[src/lite_demux_pkg.sv]
/*
  Shared AXI4-Lite types for the demux.
  Address and data are fixed at 32 bits. A port select is 2 bits wide,
  so the demux can serve at most 4 downstream ports.
*/
`default_nettype none

package lite_demux_pkg;

  localparam int unsigned AddrWidth = 32;
  localparam int unsigned DataWidth = 32;
  localparam int unsigned StrbWidth = DataWidth / 8;
  localparam int unsigned ProtWidth = 3;
  localparam int unsigned SelWidth  = 2;

  typedef logic [SelWidth-1:0] port_sel_t;
  typedef logic [1:0]          resp_t;

  localparam resp_t RespOkay   = 2'b00;
  localparam resp_t RespSlvErr = 2'b10;

  // ----------------------------------------
  // channel payloads
  // ----------------------------------------
  typedef struct packed {
    logic [AddrWidth-1:0] addr;
    logic [ProtWidth-1:0] prot;
  } aw_chan_t;

  typedef struct packed {
    logic [DataWidth-1:0] data;
    logic [StrbWidth-1:0] strb;
  } w_chan_t;

  typedef struct packed {
    resp_t resp;
  } b_chan_t;

  typedef struct packed {
    logic [AddrWidth-1:0] addr;
    logic [ProtWidth-1:0] prot;
  } ar_chan_t;

  typedef struct packed {
    logic [DataWidth-1:0] data;
    resp_t                resp;
  } r_chan_t;

  // ----------------------------------------
  // full bus bundles
  // ----------------------------------------
  // manager to subordinate direction
  typedef struct packed {
    aw_chan_t aw;
    logic     aw_valid;
    w_chan_t  w;
    logic     w_valid;
    logic     b_ready;
    ar_chan_t ar;
    logic     ar_valid;
    logic     r_ready;
  } lite_req_t;

  // subordinate to manager direction
  typedef struct packed {
    logic    aw_ready;
    logic    w_ready;
    b_chan_t b;
    logic    b_valid;
    logic    ar_ready;
    r_chan_t r;
    logic    r_valid;
  } lite_resp_t;

endpackage

`default_nettype wire

[src/select_fifo.sv]
/*
  Small synchronous FIFO of port selects.
  Not fall-through: a pushed entry shows on data_o one cycle later.
  A push while full or a pop while empty is ignored.
  data_o is only meaningful while empty_o is low.
*/
`default_nettype none

module select_fifo #(
  parameter int unsigned Depth = 4
) (
  input  logic                      clk_i,
  input  logic                      reset_i,
  input  logic                      push_i,
  input  lite_demux_pkg::port_sel_t data_i,
  input  logic                      pop_i,
  output lite_demux_pkg::port_sel_t data_o,
  output logic                      full_o,
  output logic                      empty_o
);
  import lite_demux_pkg::*;

  localparam int unsigned PtrWidth = (Depth > 1) ? $clog2(Depth) : 1;
  localparam int unsigned CntWidth = $clog2(Depth + 1);

  port_sel_t           mem_q [Depth];
  logic [PtrWidth-1:0] wr_ptr_q;
  logic [PtrWidth-1:0] rd_ptr_q;
  logic [CntWidth-1:0] count_q;
  logic                do_push;
  logic                do_pop;

  assign full_o  = (count_q == CntWidth'(Depth));
  assign empty_o = (count_q == '0);
  assign do_push = push_i & ~full_o;
  assign do_pop  = pop_i & ~empty_o;
  assign data_o  = mem_q[rd_ptr_q];

  // storage, no reset needed
  always_ff @(posedge clk_i) begin
    if (do_push) begin
      mem_q[wr_ptr_q] <= data_i;
    end
  end

  always_ff @(posedge clk_i) begin
    if (reset_i) begin
      wr_ptr_q <= '0;
      rd_ptr_q <= '0;
      count_q  <= '0;
    end else begin
      if (do_push) begin
        wr_ptr_q <= (wr_ptr_q == PtrWidth'(Depth - 1)) ? '0 : wr_ptr_q + 1'b1;
      end
      if (do_pop) begin
        rd_ptr_q <= (rd_ptr_q == PtrWidth'(Depth - 1)) ? '0 : rd_ptr_q + 1'b1;
      end
      // simultaneous push and pop leaves the count alone
      if (do_push && !do_pop) begin
        count_q <= count_q + 1'b1;
      end else if (do_pop && !do_push) begin
        count_q <= count_q - 1'b1;
      end
    end
  end

endmodule

`default_nettype wire

[src/demux_write_path.sv]
/*
  Write half of the AXI4-Lite demux: AW, W and B.
  aw_select_i must stay stable with aw_valid_i until aw_ready_o.
  Up to MaxTrans writes may be open; W and B follow AW issue order.
  Selects at or above NumPorts are not supported.
*/
`default_nettype none

module demux_write_path #(
  parameter int unsigned NumPorts = 3,
  parameter int unsigned MaxTrans = 4
) (
  input  logic                                     clk_i,
  input  logic                                     reset_i,
  // upstream
  input  lite_demux_pkg::aw_chan_t                 aw_i,
  input  logic                                     aw_valid_i,
  input  lite_demux_pkg::port_sel_t                aw_select_i,
  output logic                                     aw_ready_o,
  input  lite_demux_pkg::w_chan_t                  w_i,
  input  logic                                     w_valid_i,
  output logic                                     w_ready_o,
  output lite_demux_pkg::b_chan_t                  b_o,
  output logic                                     b_valid_o,
  input  logic                                     b_ready_i,
  // downstream
  output lite_demux_pkg::aw_chan_t [NumPorts-1:0]  mst_aw_o,
  output logic [NumPorts-1:0]                      mst_aw_valid_o,
  input  logic [NumPorts-1:0]                      mst_aw_ready_i,
  output lite_demux_pkg::w_chan_t [NumPorts-1:0]   mst_w_o,
  output logic [NumPorts-1:0]                      mst_w_valid_o,
  input  logic [NumPorts-1:0]                      mst_w_ready_i,
  input  lite_demux_pkg::b_chan_t [NumPorts-1:0]   mst_b_i,
  input  logic [NumPorts-1:0]                      mst_b_valid_i,
  output logic [NumPorts-1:0]                      mst_b_ready_o
);
  import lite_demux_pkg::*;

  logic                aw_lock_q;
  logic                aw_offer;
  logic [NumPorts-1:0] aw_port_hit;

  logic                w_fifo_push;
  logic                w_fifo_pop;
  logic                w_fifo_full;
  logic                w_fifo_empty;
  port_sel_t           w_select;
  logic                w_route_ok;
  logic [NumPorts-1:0] w_port_hit;

  logic                b_fifo_pop;
  logic                b_fifo_full;
  logic                b_fifo_empty;
  port_sel_t           b_select;
  logic [NumPorts-1:0] b_port_hit;

  // ----------------------------------------
  // AW channel
  // ----------------------------------------
  // a fresh AW is only offered when its select fits in the W FIFO,
  // a locked one stays offered until the port takes it
  assign aw_offer    = aw_lock_q | (aw_valid_i & ~w_fifo_full);
  assign w_fifo_push = ~aw_lock_q & aw_valid_i & ~w_fifo_full;
  assign aw_ready_o  = |(mst_aw_valid_o & mst_aw_ready_i);

  always_ff @(posedge clk_i) begin
    if (reset_i) begin
      aw_lock_q <= 1'b0;
    end else begin
      aw_lock_q <= aw_offer & ~aw_ready_o;
    end
  end

  // ----------------------------------------
  // per-port steering
  // ----------------------------------------
  for (genvar p = 0; p < NumPorts; p++) begin : gen_port
    assign aw_port_hit[p] = (aw_select_i == port_sel_t'(p));
    assign w_port_hit[p]  = (w_select == port_sel_t'(p));
    assign b_port_hit[p]  = (b_select == port_sel_t'(p));

    // payloads are broadcast, only the valids are steered
    assign mst_aw_o[p]       = aw_i;
    assign mst_aw_valid_o[p] = aw_offer & aw_port_hit[p];
    assign mst_w_o[p]        = w_i;
    assign mst_w_valid_o[p]  = w_valid_i & w_route_ok & w_port_hit[p];
    assign mst_b_ready_o[p]  = ~b_fifo_empty & b_ready_i & b_port_hit[p];
  end

  // ----------------------------------------
  // W channel
  // ----------------------------------------
  // W needs a known target and room to remember it for B
  assign w_route_ok = ~w_fifo_empty & ~b_fifo_full;
  assign w_ready_o  = w_route_ok & |(w_port_hit & mst_w_ready_i);
  assign w_fifo_pop = w_valid_i & w_ready_o;

  select_fifo #(
    .Depth   (MaxTrans)
  ) i_w_sel_fifo (
    .clk_i   (clk_i),
    .reset_i (reset_i),
    .push_i  (w_fifo_push),
    .data_i  (aw_select_i),
    .pop_i   (w_fifo_pop),
    .data_o  (w_select),
    .full_o  (w_fifo_full),
    .empty_o (w_fifo_empty)
  );

  // a finished W beat hands its select over to the B side
  select_fifo #(
    .Depth   (MaxTrans)
  ) i_b_sel_fifo (
    .clk_i   (clk_i),
    .reset_i (reset_i),
    .push_i  (w_fifo_pop),
    .data_i  (w_select),
    .pop_i   (b_fifo_pop),
    .data_o  (b_select),
    .full_o  (b_fifo_full),
    .empty_o (b_fifo_empty)
  );

  // ----------------------------------------
  // B channel
  // ----------------------------------------
  assign b_valid_o  = ~b_fifo_empty & |(b_port_hit & mst_b_valid_i);
  assign b_fifo_pop = b_valid_o & b_ready_i;

  always_comb begin
    b_o = '0;
    for (int p = 0; p < NumPorts; p++) begin
      if (b_port_hit[p]) begin
        b_o = mst_b_i[p];
      end
    end
  end

endmodule

`default_nettype wire

[src/demux_read_path.sv]
/*
  Read half of the AXI4-Lite demux: AR and R.
  ar_select_i must stay stable with ar_valid_i until ar_ready_o.
  Up to MaxTrans reads may be open; R returns in AR issue order.
*/
`default_nettype none

module demux_read_path #(
  parameter int unsigned NumPorts = 3,
  parameter int unsigned MaxTrans = 4
) (
  input  logic                                     clk_i,
  input  logic                                     reset_i,
  // upstream
  input  lite_demux_pkg::ar_chan_t                 ar_i,
  input  logic                                     ar_valid_i,
  input  lite_demux_pkg::port_sel_t                ar_select_i,
  output logic                                     ar_ready_o,
  output lite_demux_pkg::r_chan_t                  r_o,
  output logic                                     r_valid_o,
  input  logic                                     r_ready_i,
  // downstream
  output lite_demux_pkg::ar_chan_t [NumPorts-1:0]  mst_ar_o,
  output logic [NumPorts-1:0]                      mst_ar_valid_o,
  input  logic [NumPorts-1:0]                      mst_ar_ready_i,
  input  lite_demux_pkg::r_chan_t [NumPorts-1:0]   mst_r_i,
  input  logic [NumPorts-1:0]                      mst_r_valid_i,
  output logic [NumPorts-1:0]                      mst_r_ready_o
);
  import lite_demux_pkg::*;

  logic                r_fifo_push;
  logic                r_fifo_pop;
  logic                r_fifo_full;
  logic                r_fifo_empty;
  port_sel_t           r_select;
  logic [NumPorts-1:0] ar_port_hit;
  logic [NumPorts-1:0] r_port_hit;

  for (genvar p = 0; p < NumPorts; p++) begin : gen_port
    assign ar_port_hit[p] = (ar_select_i == port_sel_t'(p));
    assign r_port_hit[p]  = (r_select == port_sel_t'(p));

    assign mst_ar_o[p]       = ar_i;
    assign mst_ar_valid_o[p] = ar_valid_i & ~r_fifo_full & ar_port_hit[p];
    assign mst_r_ready_o[p]  = ~r_fifo_empty & r_ready_i & r_port_hit[p];
  end

  // ----------------------------------------
  // AR channel
  // ----------------------------------------
  // a full FIFO holds off new reads
  assign ar_ready_o  = ~r_fifo_full & |(ar_port_hit & mst_ar_ready_i);
  assign r_fifo_push = ar_valid_i & ar_ready_o;

  select_fifo #(
    .Depth   (MaxTrans)
  ) i_r_sel_fifo (
    .clk_i   (clk_i),
    .reset_i (reset_i),
    .push_i  (r_fifo_push),
    .data_i  (ar_select_i),
    .pop_i   (r_fifo_pop),
    .data_o  (r_select),
    .full_o  (r_fifo_full),
    .empty_o (r_fifo_empty)
  );

  // ----------------------------------------
  // R channel
  // ----------------------------------------
  // only the port of the oldest open read may answer
  assign r_valid_o  = ~r_fifo_empty & |(r_port_hit & mst_r_valid_i);
  assign r_fifo_pop = r_valid_o & r_ready_i;

  always_comb begin
    r_o = '0;
    for (int p = 0; p < NumPorts; p++) begin
      if (r_port_hit[p]) begin
        r_o = mst_r_i[p];
      end
    end
  end

endmodule

`default_nettype wire

[src/lite_demux_top.sv]
/*
  AXI4-Lite demux, one manager port to NumPorts subordinate ports.
  NumPorts is 2 to 4, MaxTrans at least 1.
  All channels are combinational, no spill registers.
*/
`default_nettype none

module lite_demux_top #(
  parameter int unsigned NumPorts = 3,
  parameter int unsigned MaxTrans = 4
) (
  input  logic                                      clk_i,
  input  logic                                      reset_i,
  input  lite_demux_pkg::lite_req_t                 slv_req_i,
  input  lite_demux_pkg::port_sel_t                 slv_aw_select_i,
  input  lite_demux_pkg::port_sel_t                 slv_ar_select_i,
  output lite_demux_pkg::lite_resp_t                slv_resp_o,
  output lite_demux_pkg::lite_req_t [NumPorts-1:0]  mst_reqs_o,
  input  lite_demux_pkg::lite_resp_t [NumPorts-1:0] mst_resps_i
);
  import lite_demux_pkg::*;

  aw_chan_t [NumPorts-1:0] mst_aw;
  logic [NumPorts-1:0]     mst_aw_valid;
  logic [NumPorts-1:0]     mst_aw_ready;
  w_chan_t [NumPorts-1:0]  mst_w;
  logic [NumPorts-1:0]     mst_w_valid;
  logic [NumPorts-1:0]     mst_w_ready;
  b_chan_t [NumPorts-1:0]  mst_b;
  logic [NumPorts-1:0]     mst_b_valid;
  logic [NumPorts-1:0]     mst_b_ready;
  ar_chan_t [NumPorts-1:0] mst_ar;
  logic [NumPorts-1:0]     mst_ar_valid;
  logic [NumPorts-1:0]     mst_ar_ready;
  r_chan_t [NumPorts-1:0]  mst_r;
  logic [NumPorts-1:0]     mst_r_valid;
  logic [NumPorts-1:0]     mst_r_ready;

  // ----------------------------------------
  // pack and unpack the downstream structs
  // ----------------------------------------
  for (genvar p = 0; p < NumPorts; p++) begin : gen_port
    assign mst_reqs_o[p].aw       = mst_aw[p];
    assign mst_reqs_o[p].aw_valid = mst_aw_valid[p];
    assign mst_reqs_o[p].w        = mst_w[p];
    assign mst_reqs_o[p].w_valid  = mst_w_valid[p];
    assign mst_reqs_o[p].b_ready  = mst_b_ready[p];
    assign mst_reqs_o[p].ar       = mst_ar[p];
    assign mst_reqs_o[p].ar_valid = mst_ar_valid[p];
    assign mst_reqs_o[p].r_ready  = mst_r_ready[p];

    assign mst_aw_ready[p] = mst_resps_i[p].aw_ready;
    assign mst_w_ready[p]  = mst_resps_i[p].w_ready;
    assign mst_b[p]        = mst_resps_i[p].b;
    assign mst_b_valid[p]  = mst_resps_i[p].b_valid;
    assign mst_ar_ready[p] = mst_resps_i[p].ar_ready;
    assign mst_r[p]        = mst_resps_i[p].r;
    assign mst_r_valid[p]  = mst_resps_i[p].r_valid;
  end

  demux_write_path #(
    .NumPorts       (NumPorts),
    .MaxTrans       (MaxTrans)
  ) i_write_path (
    .clk_i          (clk_i),
    .reset_i        (reset_i),
    .aw_i           (slv_req_i.aw),
    .aw_valid_i     (slv_req_i.aw_valid),
    .aw_select_i    (slv_aw_select_i),
    .aw_ready_o     (slv_resp_o.aw_ready),
    .w_i            (slv_req_i.w),
    .w_valid_i      (slv_req_i.w_valid),
    .w_ready_o      (slv_resp_o.w_ready),
    .b_o            (slv_resp_o.b),
    .b_valid_o      (slv_resp_o.b_valid),
    .b_ready_i      (slv_req_i.b_ready),
    .mst_aw_o       (mst_aw),
    .mst_aw_valid_o (mst_aw_valid),
    .mst_aw_ready_i (mst_aw_ready),
    .mst_w_o        (mst_w),
    .mst_w_valid_o  (mst_w_valid),
    .mst_w_ready_i  (mst_w_ready),
    .mst_b_i        (mst_b),
    .mst_b_valid_i  (mst_b_valid),
    .mst_b_ready_o  (mst_b_ready)
  );

  demux_read_path #(
    .NumPorts       (NumPorts),
    .MaxTrans       (MaxTrans)
  ) i_read_path (
    .clk_i          (clk_i),
    .reset_i        (reset_i),
    .ar_i           (slv_req_i.ar),
    .ar_valid_i     (slv_req_i.ar_valid),
    .ar_select_i    (slv_ar_select_i),
    .ar_ready_o     (slv_resp_o.ar_ready),
    .r_o            (slv_resp_o.r),
    .r_valid_o      (slv_resp_o.r_valid),
    .r_ready_i      (slv_req_i.r_ready),
    .mst_ar_o       (mst_ar),
    .mst_ar_valid_o (mst_ar_valid),
    .mst_ar_ready_i (mst_ar_ready),
    .mst_r_i        (mst_r),
    .mst_r_valid_i  (mst_r_valid),
    .mst_r_ready_o  (mst_r_ready)
  );

endmodule

`default_nettype wire

[config.mk]
export PLATFORM = sky130hd
export DESIGN_NAME = lite_demux_top
export DESIGN_NICKNAME = d
export VERILOG_FILES = /design/src/lite_demux_pkg.sv /design/src/select_fifo.sv /design/src/demux_write_path.sv /design/src/demux_read_path.sv /design/src/lite_demux_top.sv
export SDC_FILE = /design/constraint.sdc
export NUM_CORES = 1
export LEC_CHECK = 0
export ABC_AREA = 1
export CAP_MARGIN = 0
export CORE_AREA = 5 5 233 235
export DETAILED_ROUTE_END_ITERATION = 10
export DIE_AREA = 0 0 238 240
export DONT_BUFFER_PORTS = 1
export PLACE_DENSITY = 0.33
export SLEW_MARGIN = 20
export SYNTH_ARGS = -nofsm -noshare
export SYNTH_HDL_FRONTEND = slang
export SYNTH_SLANG_ARGS = --single-unit
[constraint.sdc]
create_clock -name clk_i -period 6.84 [get_ports clk_i]
set_input_delay 0.342 -clock clk_i [delete_from_list [all_inputs] [get_ports clk_i]]
set_output_delay 0.342 -clock clk_i [all_outputs]
set_load 0.1 [all_outputs]
==> flow_summary.yaml <==
yosys:
  netlist_area_um2: 5930
  seq_area_frac_synth_pct: 21.6
  synth_mux_area_share_pct: 0
  synthesis.instances: 836
  synth_xor_area_share_pct: 0.148
  synth_top_area_cell: "buf_4"
  syn_nets: 1097
  synth_compound_area_share_pct: 2.40
  synth_top_family_by_area: "buffers and inverters"
  synth_cell_types: 25
  ys_top_cells_by_area: "buf_4 41%, edfxtp_1 12%, nand2_1 9.9%"
  yosys_warnings: 0
  synth.top_cell.area_share_pct: 41.0
  yosys_register_bits: 52
  avgSynthCellArea_um2: 7.10
  yosys.area_share.simple_pct: 24.5
  synth_fa_ha_area_share_pct: 4.81
power_and_ir_drop:
  power_density_nw_per_um2: 428
  ir_drop_v: 0.000117
  p_total_mw: 2.14
  p_leak_nw: 1.96
sta:
  fin_crit_ns: 3.80
  worst_pin_slew_ns: 1.10
  maxSlewHeadroom_pct: 26.8
  finalSetupTns_ns: 0
  rsz0062_at_grt: "no"
  hold_viol: 0
  fmax_mhz: 263
  fin_crit_sh_pct: 55.5
  fin_skew_ns: 0.00918
  setup-violations-final: 0
  maxSlewViolCount: 0
cts:
  tritoncts: "built"
  clkTransAtPathRegs_ns: 0.07
  htreeDepth: 2
  cts_hold_buf: 0
  clock_sinks: 52
  clock_latency_ns: 0.30
  cts_root_buf: "clkbuf_16"
  post_cts_buffers: 0
  cts_buffers: 5
  cts_resized: 0
  cts_buffer_depth: 2
worst_setup_path:
  endpoint_kind: "output pin"
  rr_worst_depth: 14
  worstPathMaxFanout: 39
  cp_slowest_cell: "nor2_4"
  crit_type: "register to output pin"
  crit_path_frequent_cell: "nand2_1"
  crit_family: "simple AND/OR/NAND/NOR gates"
  critical_path_arrival_ns: 3.46
  worst-path-stages: 6
  critPathMaxStageDelay_ns: 0.96
  required_ns: 6.50
  cp_cell_sequence: "nand2_1, nand3_2, nand2_2, nor2_4, nand2_1, nand3_1"
  worst_setup_path_start_kind: "register"
  critPathBufInv: 0
floorplanning:
  core_area_um2: 52000
  ios: 614
  die_width_um: 238
  rows: 84
  dieArea_um2: 57100
  initial_core_util_pct: 11.4
  die_h_um: 240
run_status:
  status: "finished clean"
global_routing:
  grt_overflow: 0
  grtUsageTotal_pct: 10.8
  grt_max_degree: 40
  grt_pass1_wl_mm: 40.4
  antenna_found_initial: 3
  grt_pass1_vias: 3784
cells_and_area:
  post-route-util_pct: 9.59
  n_fill_cell: 6078
  stdcell_count: 1232
  area_growth_pct: -15.9
  drive_above_1_share_pct: 14.5
  nets: 804
  num_antenna_cells: 0
detailed_routing:
  num_vias: 3908
  drt_pass1_iterations: 4
  drt_iter0_drc: 248
  ant_nets: 0
  drc: 0
  wl_mm: 33.6
  drt-vias-per-instance: 3.17
  avgRoutedWirePerCell_um: 27.3
placed_design:
  port_buffers: 0
  gp_congestion: 0.751
  dp.cells: 1224
  dpl.hpwl_mm: 30.0
hold_path:
  whs_path_depth: 1
  min_path_type: "input port to register"
flow_run:
  cap_violations: 0
## layer usage
layer | wire length [um] | track usage (%)
met1 | 11400 | 11.3
met2 | 9850 | 10.3
met3 | 10700 | 16.4
met4 | 1540 | 4.21
met5 | 138 | 1.77
## metrics by stage
stage	cell area [um^2]	setup slack [ns]	hold slack, ns
final	4990	3.04	0.112
after global routing	4990	2.82	0.0964
after CTS	4990	3.02	0.0974
after detailed placement	4840	3.34	0.422
after global placement	4840	3.43	0.417
after floorplan	5930	3.17	0.414
## logic make-up (layout without fill, tap and decap cells)
kind of cell | Yosys count | count (layout)
buffers and inverters | 406 | 114
AOI/OAI and AO/OA | 27 | 27
adders and majority gates | 21 | 21
DFF | 52 | 52
and+or+nand+nor | 329 | 329
xor gates and xnor gates | 1 | 1
## cells in the final DEF, fill, tap and decap left out
master and count:
nand3_2 5, buf_4 26, clkbuf_16 8, dfxtp_1 28
fa_1 3, a211oi_1 2, nor3_1 1, nand2_2 5
or2_2 1, ha_1 18, nand3_4 1, inv_2 6
a21oi_1 13, inv_8 1, nor2_4 1, nor2_1 36
edfxtp_1 24, o21ai_0 11, buf_12 1, nand3_1 106
clkinvlp_4 2, inv_1 63, xor2_1 1, buf_16 7
nor2_2 5, nand3b_1 2, o31ai_1 1, nor3_2 10
nand2_1 156
## cell usage after synthesis
master / number
buf_4: 324
dfxtp_1: 28
nand3_1: 106
buf_6: 1
nand3b_1: 2
nand2_2: 5
nor2_1: 41
nor2_4: 1
edfxtp_1: 24
buf_2: 9
nand3_4: 1
inv_1: 63
or2_2: 1
fa_1: 3
nand2_1: 156
inv_2: 6
o21ai_0: 11
a211oi_1: 2
nand3_2: 5
buf_1: 3
a21oi_1: 13
nor3_1: 11
xor2_1: 1
o31ai_1: 1
ha_1: 18
## report_power, final
part / switching, mW / leakage (nW) / total, mW / internal (mW)
sequential: 0.0430 / 0.447 / 0.433 / 0.390
clock: 0.123 / 0.0680 / 0.262 / 0.138
combinational: 1.18 / 1.45 / 1.44 / 0.266
total: 1.34 / 1.96 / 2.14 / 0.794
## layout make-up
cell class	instances	area (um^2)	share of cell area, %
multi-input combinational	378	1960	39.2
sequential	52	1280	25.7
tap	688	861	17.2
timing repair buffer	37	483	9.68
inverter	69	259	5.19
clock buffer	5	125	2.51
clock inverter	3	26.3	0.526
## path summary, 6_finish.rpt
path / slack [ns] / startpoint / to
min: 0.11 / reset_i / i_read_path.i_r_sel_fifo.wr_ptr_q[0]
max: 3.04 / register / slv_resp_o[10]
max reg2reg: 3.92 / i_read_path.i_r_sel_fifo.count_q[0] / i_read_path.i_r_sel_fifo.count_q[2]
min reg2reg: 0.49 / i_write_path.i_w_sel_fifo.count_q[2] / i_write_path.i_w_sel_fifo.count_q[2]
Note: power is estimated with default switching activity, not from simulation.
